`src/design/branch_cfg.svh`:
```
// Branch unit widths, thread count and memory map, included by the RTL and the testbench
`ifndef BRANCH_CFG_SVH
`define BRANCH_CFG_SVH

// ----------------------------------------
// Datapath widths
// ----------------------------------------
`define BR_PC_WIDTH        10
`define BR_WORD_WIDTH      32
`define BR_ADDR_WIDTH      10

// ----------------------------------------
// Threads
// ----------------------------------------
`define BR_THREAD_COUNT    4
`define BR_INITIAL_THREAD  0      // First thread to issue after reset

// ----------------------------------------
// Memory map, one entry per thread
// ----------------------------------------
`define BR_ORIGIN_BASE     10'h3F0 // Origins at 3F0..3F3
`define BR_DEST_BASE       10'h3F4 // Destinations at 3F4..3F7
`define BR_COND_BASE       10'h3F8 // Conditions at 3F8..3FB

// Field positions inside the ALU write word
`define BR_ORIGIN_OFFSET   0      // Bits 9:0
`define BR_DEST_OFFSET     10     // Bits 19:10
`define BR_COND_OFFSET     20     // Bits 22:20

`endif

```
`src/design/branch_pkg.sv`:
```
// Common branch unit types, imported by every RTL module and the testbench
`include "branch_cfg.svh"

package branch_pkg;

    // Width of a stored condition opcode
    localparam int COND_WIDTH = 3;

    // ----------------------------------------
    // Scalar types
    // ----------------------------------------
    typedef logic [`BR_PC_WIDTH-1:0]              pc_t;
    typedef logic [$clog2(`BR_THREAD_COUNT)-1:0]  thread_t;
    typedef logic [`BR_WORD_WIDTH-1:0]            word_t;
    typedef logic [`BR_ADDR_WIDTH-1:0]            addr_t;

    // ----------------------------------------
    // ALU flags of the issuing thread
    // ----------------------------------------
    typedef struct packed {
        logic zero;        // Bit 3
        logic negative;
        logic carry;
        logic overflow;    // Bit 0
    } br_flags_t;

    // ----------------------------------------
    // Branch conditions
    // ----------------------------------------
    // Zero encoding is NEVER, so a cleared table never branches
    typedef enum logic [COND_WIDTH-1:0] {
        COND_NEVER    = 3'd0,
        COND_ALWAYS   = 3'd1,
        COND_ZERO     = 3'd2,
        COND_NOT_ZERO = 3'd3,
        COND_NEG      = 3'd4,
        COND_POS      = 3'd5,  // Neither negative nor zero
        COND_CARRY    = 3'd6,
        COND_OVERFLOW = 3'd7
    } cond_op_e;

endpackage

```
`src/design/branch_map_decode.sv`:
```
// Memory map decoder that turns ALU register writes into branch table writes
`timescale 1ns/1ps
`include "branch_cfg.svh"

module branch_map_decode (
    input  logic                 wr_en,
    input  branch_pkg::addr_t    wr_addr,
    input  branch_pkg::word_t    wr_data,

    output logic                 origin_we,
    output branch_pkg::thread_t  origin_idx,
    output branch_pkg::pc_t      origin_data,

    output logic                 dest_we,
    output branch_pkg::thread_t  dest_idx,
    output branch_pkg::pc_t      dest_data,

    output logic                 cond_we,
    output branch_pkg::thread_t  cond_idx,
    output branch_pkg::cond_op_e cond_op
);

    import branch_pkg::*;

    // True when addr falls in the per-thread window starting at base
    function automatic logic in_table(input addr_t addr, input addr_t base);
        addr_t offset;
        offset = addr - base;
        return (addr >= base) && (offset < addr_t'(`BR_THREAD_COUNT));
    endfunction

    // Zero-based entry inside the window
    function automatic thread_t entry_of(input addr_t addr, input addr_t base);
        addr_t offset;
        offset = addr - base;
        return thread_t'(offset);
    endfunction

    // ----------------------------------------
    // Write enables and entry indexes
    // ----------------------------------------
    always_comb begin
        origin_we  = wr_en && in_table(wr_addr, `BR_ORIGIN_BASE);
        dest_we    = wr_en && in_table(wr_addr, `BR_DEST_BASE);
        cond_we    = wr_en && in_table(wr_addr, `BR_COND_BASE);

        origin_idx = entry_of(wr_addr, `BR_ORIGIN_BASE);
        dest_idx   = entry_of(wr_addr, `BR_DEST_BASE);
        cond_idx   = entry_of(wr_addr, `BR_COND_BASE);
    end

    // ----------------------------------------
    // Data slices
    // ----------------------------------------
    // Each table owns its own field of the word, so one write word
    // may carry all three values at once
    always_comb begin
        origin_data = wr_data[`BR_ORIGIN_OFFSET +: `BR_PC_WIDTH];
        dest_data   = wr_data[`BR_DEST_OFFSET +: `BR_PC_WIDTH];
        cond_op     = cond_op_e'(wr_data[`BR_COND_OFFSET +: COND_WIDTH]);
    end

endmodule

```
`src/design/branch_exec.sv`:
```
// Branch execute stage with per-thread branch tables, the thread counter and branch evaluation
`timescale 1ns/1ps
`include "branch_cfg.svh"

module branch_exec (
    input  logic                 clock,
    input  logic                 rst,

    input  branch_pkg::pc_t      pc,
    input  branch_pkg::br_flags_t flags,

    input  logic                 origin_we,
    input  branch_pkg::thread_t  origin_idx,
    input  branch_pkg::pc_t      origin_data,

    input  logic                 dest_we,
    input  branch_pkg::thread_t  dest_idx,
    input  branch_pkg::pc_t      dest_data,

    input  logic                 cond_we,
    input  branch_pkg::thread_t  cond_idx,
    input  branch_pkg::cond_op_e cond_op,

    output branch_pkg::thread_t  thread,
    output logic                 branch_taken,
    output branch_pkg::pc_t      taken_dest
);

    import branch_pkg::*;

    pc_t      origin_tbl [`BR_THREAD_COUNT];
    pc_t      dest_tbl   [`BR_THREAD_COUNT];
    cond_op_e cond_tbl   [`BR_THREAD_COUNT];

    logic     origin_hit;
    logic     cond_hold;
    cond_op_e cur_cond;

    // ----------------------------------------
    // Round-robin issue counter
    // ----------------------------------------
    always_ff @(posedge clock) begin
        if (rst) begin
            thread <= thread_t'(`BR_INITIAL_THREAD);
        end else if (thread == thread_t'(`BR_THREAD_COUNT - 1)) begin
            thread <= '0;                    // Wrap to first thread
        end else begin
            thread <= thread + thread_t'(1);
        end
    end

    // ----------------------------------------
    // Branch tables
    // ----------------------------------------
    // Writes land at the clock edge and are seen from the next cycle on
    always_ff @(posedge clock) begin
        if (rst) begin
            for (int i = 0; i < `BR_THREAD_COUNT; i++) begin
                origin_tbl[i] <= '0;
                dest_tbl[i]   <= '0;
                cond_tbl[i]   <= COND_NEVER;   // Nothing branches until programmed
            end
        end else begin
            if (origin_we) begin
                origin_tbl[origin_idx] <= origin_data;
            end
            if (dest_we) begin
                dest_tbl[dest_idx] <= dest_data;
            end
            if (cond_we) begin
                cond_tbl[cond_idx] <= cond_op;
            end
        end
    end

    // ----------------------------------------
    // Evaluation for the issuing thread
    // ----------------------------------------
    assign cur_cond   = cond_tbl[thread];
    assign origin_hit = (pc == origin_tbl[thread]);

    always_comb begin
        case (cur_cond)
            COND_NEVER:    cond_hold = 1'b0;
            COND_ALWAYS:   cond_hold = 1'b1;
            COND_ZERO:     cond_hold = flags.zero;
            COND_NOT_ZERO: cond_hold = !flags.zero;
            COND_NEG:      cond_hold = flags.negative;
            COND_POS:      cond_hold = !flags.negative && !flags.zero;
            COND_CARRY:    cond_hold = flags.carry;
            COND_OVERFLOW: cond_hold = flags.overflow;
            default:       cond_hold = 1'b0;
        endcase
    end

    assign branch_taken = origin_hit && cond_hold;
    assign taken_dest   = dest_tbl[thread];  // Presented even when not taken

endmodule

```
`src/design/branch_result.sv`:
```
// Branch result stage that registers the jump and cancels it when the last I/O access stalled
`timescale 1ns/1ps

module branch_result (
    input  logic             clock,
    input  logic             rst,

    input  logic             branch_taken,
    input  branch_pkg::pc_t  taken_dest,
    input  logic             io_ready_prev,

    output logic             jump,
    output branch_pkg::pc_t  branch_destination
);

    logic jump_accept;

    // ----------------------------------------
    // Cancel on I/O not ready
    // ----------------------------------------
    // An instruction whose I/O was not ready gets replayed by the
    // pipeline, so its branch must not redirect the thread now
    assign jump_accept = branch_taken && io_ready_prev;

    // ----------------------------------------
    // Output registers
    // ----------------------------------------
    always_ff @(posedge clock) begin
        if (rst) begin
            jump               <= 1'b0;
            branch_destination <= '0;
        end else begin
            jump <= jump_accept;                     // One cycle after the PC
            if (jump_accept) begin
                branch_destination <= taken_dest;    // Holds otherwise
            end
        end
    end

endmodule

```
`src/design/branch_unit.sv`:
```
// Top level of the memory-mapped branch unit, placed beside the barrel-threaded pipeline
`timescale 1ns/1ps

module branch_unit (
    input  logic                  clock,
    input  logic                  rst,

    input  branch_pkg::pc_t       pc,
    input  branch_pkg::br_flags_t flags,
    input  logic                  io_ready_prev,

    input  logic                  wr_en,
    input  branch_pkg::addr_t     wr_addr,
    input  branch_pkg::word_t     wr_data,

    output branch_pkg::thread_t   thread,
    output logic                  jump,
    output branch_pkg::pc_t       branch_destination
);

    import branch_pkg::*;

    // Table write path, decode to execute
    logic     origin_we;
    thread_t  origin_idx;
    pc_t      origin_data;
    logic     dest_we;
    thread_t  dest_idx;
    pc_t      dest_data;
    logic     cond_we;
    thread_t  cond_idx;
    cond_op_e cond_op;

    // Raw outcome, execute to result
    logic     branch_taken;
    pc_t      taken_dest;

    // ----------------------------------------
    branch_map_decode decode_inst (
        .wr_en       (wr_en),
        .wr_addr     (wr_addr),
        .wr_data     (wr_data),
        .origin_we   (origin_we),
        .origin_idx  (origin_idx),
        .origin_data (origin_data),
        .dest_we     (dest_we),
        .dest_idx    (dest_idx),
        .dest_data   (dest_data),
        .cond_we     (cond_we),
        .cond_idx    (cond_idx),
        .cond_op     (cond_op)
    );

    // ----------------------------------------
    branch_exec exec_inst (
        .clock        (clock),
        .rst          (rst),
        .pc           (pc),
        .flags        (flags),
        .origin_we    (origin_we),
        .origin_idx   (origin_idx),
        .origin_data  (origin_data),
        .dest_we      (dest_we),
        .dest_idx     (dest_idx),
        .dest_data    (dest_data),
        .cond_we      (cond_we),
        .cond_idx     (cond_idx),
        .cond_op      (cond_op),
        .thread       (thread),
        .branch_taken (branch_taken),
        .taken_dest   (taken_dest)
    );

    // ----------------------------------------
    branch_result result_inst (
        .clock              (clock),
        .rst                (rst),
        .branch_taken       (branch_taken),
        .taken_dest         (taken_dest),
        .io_ready_prev      (io_ready_prev),
        .jump               (jump),
        .branch_destination (branch_destination)
    );

endmodule

```
`config.mk`:
```
export PLATFORM = sky130hd
export DESIGN_NAME = branch_unit
export DESIGN_NICKNAME = d
export VERILOG_FILES = /design/src/design/branch_pkg.sv /design/src/design/branch_map_decode.sv /design/src/design/branch_exec.sv /design/src/design/branch_result.sv /design/src/design/branch_unit.sv
export VERILOG_INCLUDE_DIRS = /design/src /design/src/design
export SDC_FILE = /design/constraint.sdc
export NUM_CORES = 1
export LEC_CHECK = 0
export ABC_AREA = 1
export BUFFER_PORTS_ARGS = -buffer_cell sky130_fd_sc_hd__buf_2
export CAP_MARGIN = 20
export CORE_MARGIN = 8
export CORE_UTILIZATION = 28
export CTS_BUF_LIST = sky130_fd_sc_hd__clkbuf_16
export CTS_CLUSTER_DIAMETER = 150
export DETAILED_ROUTE_END_ITERATION = 8
export HOLD_SLACK_MARGIN = 0.15
export SKIP_LAST_GASP = 1
export SYNTH_ARGS = -nofsm -noshare
export SYNTH_HDL_FRONTEND = slang
export SYNTH_SLANG_ARGS = --single-unit
```
`constraint.sdc`:
```
create_clock -name clock -period 5.64 [get_ports clock]
set_input_delay 1.692 -clock clock [delete_from_list [all_inputs] [get_ports clock]]
set_output_delay 1.692 -clock clock [all_outputs]
set_load 0.005 [all_outputs]
```
# Word level (Yosys, flattened, before mapping)
# Memory sizes are Yosys's and may differ from the RTL's. A register that Yosys moved wholly into a read port is not among the register bits.
# Index checks and enable logic that the tools add are counted.
[word_totals] out_inout_bits=13 ff_bits=3 ram_bits=92 in_bits=60 memories=3 elab_cells=63
[memory_table] name="exec_inst.dest_tbl" depth=4 width=10 rd=1 rd_ports_with_merged_regs=1 write_ports=4 line="branch_exec.sv:32" text="pc_t dest_tbl [`BR_THREAD_COUNT];"
[memory_table] name="exec_inst.origin_tbl" depth=4 width=10 rd=1 rd_ports_with_merged_regs=1 write_ports=4 line="branch_exec.sv:31" text="pc_t origin_tbl [`BR_THREAD_COUNT];"
[memory_table] name="exec_inst.cond_tbl" depth=4 width=3 rd=1 rd_ports_with_merged_regs=1 write_ports=4 line="branch_exec.sv:33" text="cond_op_e cond_tbl [`BR_THREAD_COUNT];"
[op_classes] n_addsub=4 reduce_logical=16 order_cmp=6 eq_ne=9 n_mux=23
[ops] op="$ge A10 B10 Y1 const B" n=3
[ops] op="$lt A10 B3 Y1 const B" n=3
[ops] op="$sub A10 B10 Y10 const B" n=3
[ops] op="$mux W10" n=2
[ops] op="$reduce_or A10 Y1" n=2
[ops] op="$mux W1" n=14
[ops] op="$eq A3 B3 Y1 const B" n=4
[ops] op="$eq A10 B10 Y1" n=1
[ops] op="$mux W2" n=5
[ops] op="$logic_and A1 B1 Y1" n=9
[ops] op="$pmux W1 S8" n=1
[ops] op="$eq A3 B2 Y1 const B" n=2
[ops] op="$eq A3 B1 Y1 const B" n=1
[ops] op="$logic_not A3 Y1" n=1
[ops] op="$mux W3" n=1
[ops] op="$reduce_or A3 Y1" n=1
[ops] op="$add A2 B1 Y2 const B" n=1
[ops] op="$eq A2 B2 Y1 const B" n=1
[ops] op="$logic_not A1 Y1" n=2
[ops] op="$reduce_or A2 Y1" n=1

# Longest topological paths before layout
# Gate-level depths: netlist of run 1.
[logic_depth] word_depth=9 ltp_mapped=16 depth_no_buf=14

# By module
# A second synthesis of run 1 with hierarchy kept.
[hier_totals] hier_cells=595 area_unflattened_um2=5207.5
[modules_own_cells] mod="branch_exec" area_per_inst_um2=4408.0 n_inst=1 cells_each=470 seq_area_each_um2=2802.7
[modules_own_cells] mod="branch_result" area_per_inst_um2=445.4 n_inst=1 cells_each=66 seq_area_each_um2=220.2
[modules_own_cells] mod="branch_map_decode" area_per_inst_um2=354.1 n_inst=1 cells_each=59 seq_area_each_um2=0.0

# Worst setup path before layout of run 1
# OpenSTA, ideal clock, no wires.
[synth_path] path_type="in2reg" start="input port wr_addr[3]" end="memory exec_inst.dest_tbl[0][0] (netlist name), enable pin" slack_ps=2272 required_time_ps=5249 path_stages=6 setup_ps=391 t_arrival_ps=2977 path_buffers=0 cell_sequence="inv_1 > ha_1 > nor2_1 > nor3_1 > nand3_1 > o21ai_0"
[synth_lines] element="start, declared" line="branch_unit.sv:13" text="input branch_pkg::addr_t wr_addr,"
[synth_lines] element="end, declared" line="branch_exec.sv:32"

==> results.json, run 1 <==
{
  "switchingPower_mw": 0.427,
  "min_from": "result_inst.branch_destination[2]$_SDFFE_PP0P_",
  "pin_count": 73,
  "synth-main-ff-cell": "edfxtp_1",
  "maxCapViolCount": 0,
  "syn_to_final_growth_pct": 16.1,
  "finalCoreUtilization_pct": 32.9,
  "min_to": "result_inst.branch_destination[2]$_SDFFE_PP0P_",
  "status": "finished clean",
  "worst_pin_slew_ps": 1100,
  "highest_layer": "met5",
  "p_per_area_nw_per_um2": 285,
  "slew_headroom_pct": 26.8,
  "clock_skew_ps": 5.70,
  "clockBufferDepth": 2,
  "yosysMostFrequentCell": "nand2_1",
  "drt-total-wl_mm": 12.1,
  "yosys-top-cells-area": "edfxtp_1, nand2_1, nor2_1, dfxtp_1, inv_1",
  "power_frac_clock_pct": 32.8,
  "synth.avg_cell_area_um2": 8.89,
  "path_clk_slew_ps": 70,
  "synth_top_cell_area_share_pct": 54.7,
  "antenna_cells": 0,
  "dp_slack_ps": 1790,
  "wl_met2_mm": 5.75,
  "post-route-min-period_ps": 3360,
  "core_um2": 17800,
  "ys_types": 22,
  "hold_viol": 0,
  "fmax_mhz": 297,
  "cp-end-kind": "register",
  "insertion_delay_ps": 340,
  "ctsHoldBuffers": 0,
  "syn_nets": 631,
  "layout.cells.non_filler": 860,
  "grt_overflow_total": 0,
  "wl_met3_um": 764,
  "ff2ff_setup_slack_ps": 2650,
  "htree_levels": 3,
  "ff2ff_path_depth": 12,
  "ctsResizeCount": 0,
  "leakage_nw": 2.51,
  "placed_cells": 843,
  "syn_area_um2": 5050,
  "rr_startpoint": "exec_inst.thread[1]$_SDFF_PP0_",
  "viasPerCell": 4.49,
  "setup_slack_ps": 2280,
  "grt_start_max_net_pins": 48,
  "setup.worst_path.start_class": "input port",
  "worst_ep_required_time_ps": 5590,
  "place_congestion": 0.730,
  "cts_tree": "done",
  "drtIter0Drc": 299,
  "wl_met1_mm": 5.37,
  "die_w_um": 150,
  "rr_endpoint": "result_inst.branch_destination[7]$_SDFFE_PP0P_",
  "track_usage_pct": 11.3,
  "num-nets-final": 690,
  "yosys-top-cells-count": "nand2_1, edfxtp_1, nor2_1, inv_1, nand3_1",
  "cts_buffers": 9,
  "antenna_left": 0,
  "critPathMaxFanout": 10,
  "syn_inst": 568,
  "pwr-share-seq_pct": 54.0,
  "drc": 0,
  "p_int_mw": 1.24,
  "totalPowerFinal_mw": 1.67,
  "post-synth-top-area-cell": "edfxtp_1",
  "p_sw_share_pct": 25.6,
  "drive_gt1_share_pct": 14.4,
  "slew_violations": 0,
  "core.rowCount": 49,
  "synth_seq_cells": 105,
  "rsz0062_at_grt": "false",
  "drtPass1Iterations": 5,
  "grt_pass1_wl_mm": 19.7,
  "chipHeight_um": 150,
  "avgRoutedWirePerCell_um": 14.1,
  "final-setup-viol-count": 0,
  "combPwrFrac_pct": 13.2,
  "post-dp-hpwl_mm": 7.97,
  "num_vias": 3859,
  "setup_tns_ps": 0,
  "yosysSeqAreaShare_pct": 59.8,
  "hold_depth": 4,
  "async_flop_share_pct": 0,
  "critPathKind": "input port to register",
  "irDropWorstVdd_mv": 0.134,
  "grt_pass1_vias": 3843,
  "initial_utilization_pct": 28.3,
  "yosysWarnings": 0,
  "clock_sinks": 105,
  "die_area_um2": 22600,
  "post_cts_buffers": 0,
  "portBuffers": 63,
  "synth_edf_count": 92,
  "worstPathArrival_ps": 3320,
  "root_buffer": "clkbuf_16",
  "fin_crit_sh_pct": 59.6,
  "hold_path_class": "register to register",
  "antenna_found_initial": 2
}
power groups by stage:
stage / logic [mW] / clock network (mW) / registers (mW)
3_5_place_dp: 0.223 / 0 / 0.918
5_1_grt: 0.255 / 0.588 / 0.905
4_1_cts: 0.223 / 0.553 / 0.902
2_1_floorplan: 0.159 / 0 / 0.904
6_report: 0.221 / 0.547 / 0.901
3_3_place_gp: 0.220 / 0 / 0.917
layout make-up:
class / count / area [um^2]
Clock buffer: 9 / 225
Fill cell: 1849 / 12000
Inverter: 63 / 236
Tap cell: 229 / 287
Multi-Input combinational cell: 373 / 1660
Clock inverter: 6 / 27.5
Sequential cell: 105 / 3020
Timing Repair Buffer: 75 / 405
critical path, cell delays in order:
cell and delay (ps):
buf_2 130, inv_1 60, ha_1 130, nor2_1 30, nor3_1 210, nand3_1 200
o21ai_1 860
cell families (layout without fill, tap and decap cells):
group / Yosys count / count (layout) / share of synthesized area (%)
simple gates: 332 / 332 / 27.8
flops: 105 / 105 / 59.8
buf+inv: 90 / 153 / 7.28
compound gates: 38 / 38 / 4.31
fa+ha+maj: 3 / 3 / 0.743
worst max path at each step:
| stage | startpoint | endpoint | slack [ps] | cells after the start |
|---|---|---|---|---|
| final | wr_addr[3] | exec_inst.dest_tbl[2][6]$_SDFFCE_PN0P_ | 2280 | 7 |
| after global routing | wr_addr[3] | exec_inst.dest_tbl[2][4]$_SDFFCE_PN0P_ | 2040 | 6 |
| after CTS | wr_addr[3] | exec_inst.dest_tbl[3][6]$_DFFE_PP_ | 2140 | 7 |
| after detailed placement | wr_addr[3] | exec_inst.dest_tbl[3][7]$_DFFE_PP_ | 1790 | 7 |
| after global placement | wr_addr[3] | exec_inst.dest_tbl[3][7]$_DFFE_PP_ | 1860 | 7 |
| after floorplan | wr_addr[3] | exec_inst.dest_tbl[0][0]$_SDFFCE_PN0P_ | 2270 | 6 |
layout by cell type (no fill, tap or decap), types with 9 or more instances in the layout:
master     Yosys  final
buf_4          0     12
edfxtp_1      92     92
inv_1         61     62
clkbuf_16      0      9
nand2_1      153    153
nand3_1       38     38
nor3_1        36     36
buf_2          6     63
dfxtp_1       13     13
o21ai_0       24     20
nor2_1        90     90
stage by stage:
step | hold slack, ps | instance area [um^2]
finish | 509 | 5860
global route | 543 | 5860
floorplan | 503 | 5050
global placement | 498 | 5600
CTS | 511 | 5850
detailed placement | 498 | 5600
registers in the layout (all words and copies together), names as in the netlist:
name / flops
result_inst.jump: 1
exec_inst.dest_tbl: 40
exec_inst.thread: 2
result_inst.branch_destination: 10
exec_inst.origin_tbl: 40
exec_inst.cond_tbl: 12
metal layers:
layer / GRT usage, % / vias up
met5: 0 / -
met4: 4.50 / 4
met3: 2.43 / 17
met2: 18.9 / 104
met1: 13.9 / 1746
li1: - / 1988
No activity file was read; power rests on OpenSTA's default activity.
==> run 2, diff against run 1 <==
clock period = 2.9 ns   (was 5.64 ns; I/O delays follow)
==> run 2 against run 1 <==
  * Wire length is 0.84% higher
  * First-iteration DRC count grew 19%
  * Cell count rose by 1.0%
  * Clock power grew 99%
  * Worst setup slack got worse by 1600 ps
  * Power increased by 97%
  * Core utilization rose by 0.41 points
  * Critical path depth fell by 5
  * Clock skew rose by 3.8 ps
  * Largest power group unchanged
==> results.json, run 2 (same netlist as run 1, synthesis figures left out) <==
{
  "place_congestion": 0.736,
  "chipHeight_um": 150,
  "critPathKind": "register to output port",
  "core.rowCount": 49,
  "layout_commonest_cell": "nand2_1",
  "path_clk_slew_ps": 70,
  "placed_cells": 853,
  "critPathMaxFanout": 50,
  "grt_overflow_total": 0,
  "num-nets-final": 698,
  "rsz0062_at_grt": "false",
  "antenna_cells": 0,
  "wl_met1_mm": 5.58,
  "syn_to_final_growth_pct": 17.6,
  "grt_pass1_vias": 3798,
  "p_per_area_nw_per_um2": 553,
  "rr_endpoint": "result_inst.branch_destination[1]$_SDFFE_PP0P_",
  "drt-total-wl_mm": 12.2,
  "root_buffer": "clkbuf_16",
  "ff2ff_path_depth": 13,
  "p_int_mw": 2.43,
  "die_area_um2": 22600,
  "cts_buffers": 9,
  "layout.cells.non_filler": 869,
  "worstPathArrival_ps": 1400,
  "clock_sinks": 105,
  "setup_tns_ps": 0,
  "wl_met3_um": 700,
  "crit_path_end": "thread[0]",
  "clockBufferDepth": 2,
  "rr_startpoint": "exec_inst.thread[0]$_SDFF_PP0_",
  "combPwrFrac_pct": 14.2,
  "drtIter0Drc": 357,
  "core_um2": 17800,
  "top_regs": "exec_inst.dest_tbl x40, exec_inst.origin_tbl x40, exec_inst.cond_tbl x12",
  "highest_layer": "met5",
  "post-dp-hpwl_mm": 8.16,
  "pwr-share-seq_pct": 52.5,
  "die_w_um": 150,
  "setup.worst_path.start_class": "register",
  "initial_utilization_pct": 28.3,
  "ctsResizeCount": 0,
  "hold_viol": 0,
  "cts_tree": "done",
  "slew_headroom_pct": 61.5,
  "ff2ff_setup_slack_ps": 690,
  "final_cell_mix": "nand2_1, edfxtp_1, nor2_1",
  "power_frac_clock_pct": 33.2,
  "num_vias": 3842,
  "slew_violations": 0,
  "status": "finished clean",
  "cp-end-kind": "output port",
  "grt_pass1_wl_mm": 19.7,
  "min_from": "result_inst.branch_destination[6]$_SDFFE_PP0P_",
  "portBuffers": 63,
  "maxCapViolCount": 0,
  "grt_start_max_net_pins": 51,
  "switchingPower_mw": 0.850,
  "p_sw_share_pct": 25.9,
  "drc": 0,
  "post_cts_buffers": 0,
  "crit_start": "exec_inst.thread[0]$_SDFF_PP0_",
  "wl_met2_mm": 5.65,
  "irDropWorstVdd_mv": 0.344,
  "fin_crit_sh_pct": 78.2,
  "track_usage_pct": 11.2,
  "hold_path_class": "register to register",
  "clock_skew_ps": 9.45,
  "final-setup-viol-count": 0,
  "pin_count": 73,
  "insertion_delay_ps": 340,
  "antenna_found_initial": 2,
  "ctsHoldBuffers": 0,
  "post-route-min-period_ps": 2270,
  "fmax_mhz": 441,
  "totalPowerFinal_mw": 3.28,
  "worst_ep_required_time_ps": 2030,
  "worst_pin_slew_ps": 577,
  "htree_levels": 3,
  "drtPass1Iterations": 5,
  "leakage_nw": 2.56,
  "hold_ws_ps": 506,
  "antenna_left": 0,
  "viasPerCell": 4.42,
  "avgRoutedWirePerCell_um": 14.0,
  "drive_gt1_share_pct": 15.8
}
run 2: changes by cell type in the layout (fill, tap and decap cells not counted), sizes merged:
cell	delta
inv	+2
clkinv	-1
buf	+8
run 2: worst max-delay path, cell delays in order (launching register included):
cell and delay (ps):
dfxtp_1 340, buf_4 470, buf_2 240
run 2: worst min-delay path by stage:
| stage | to | slack (ps) | depth (start not counted) |
|---|---|---|---|
| 2_1_floorplan | result_inst.branch_destination[3]$_SDFFE_PP0P_ | 500 | 4 |
| 3_3_place_gp | result_inst.branch_destination[3]$_SDFFE_PP0P_ | 500 | 4 |
| 3_5_place_dp | result_inst.branch_destination[9]$_SDFFE_PP0P_ | 490 | 4 |
| 4_1_cts | result_inst.branch_destination[9]$_SDFFE_PP0P_ | 510 | 4 |
| 5_1_grt | result_inst.branch_destination[6]$_SDFFE_PP0P_ | 530 | 4 |
| 6_report | result_inst.branch_destination[6]$_SDFFE_PP0P_ | 510 | 4 |
run 2: stage by stage:
| stage | area [um^2] | utilization [%] | setup slack (ps) |
|---|---|---|---|
| floorplan | 5050 | - | 354 |
| global placement | 5670 | 31.8 | 385 |
| detailed placement | 5670 | 31.8 | 313 |
| CTS | 5940 | 33.3 | 594 |
| global route | 5940 | 33.3 | 357 |
| finish | 5940 | 33.3 | 632 |
run 2: final cells by class:
class | instances | area, um^2
clock buffers | 9 | 225
clock inverters | 7 | 41.3
fillers | 1816 | 11900
inverters | 63 | 236
multi-input cells | 373 | 1660
flip-flops and latches | 105 | 3020
well taps | 229 | 287
repair buffers | 83 | 465
run 2: metal layers:
layer / GRT usage [%] / vias to the layer above
li1: - / 1997
met4: 4.55 / 4
met5: 0 / -
met2: 17.9 / 81
met3: 2.92 / 16
met1: 14.2 / 1744
run 2: power by group through the flow:
stage	Combinational [mW]	Clock, mW	Sequential [mW]
2_1_floorplan	0.310	0	1.76
3_3_place_gp	0.467	0	1.76
3_5_place_dp	0.472	0	1.76
4_1_cts	0.474	1.11	1.72
5_1_grt	0.532	1.17	1.73
6_report	0.467	1.09	1.72
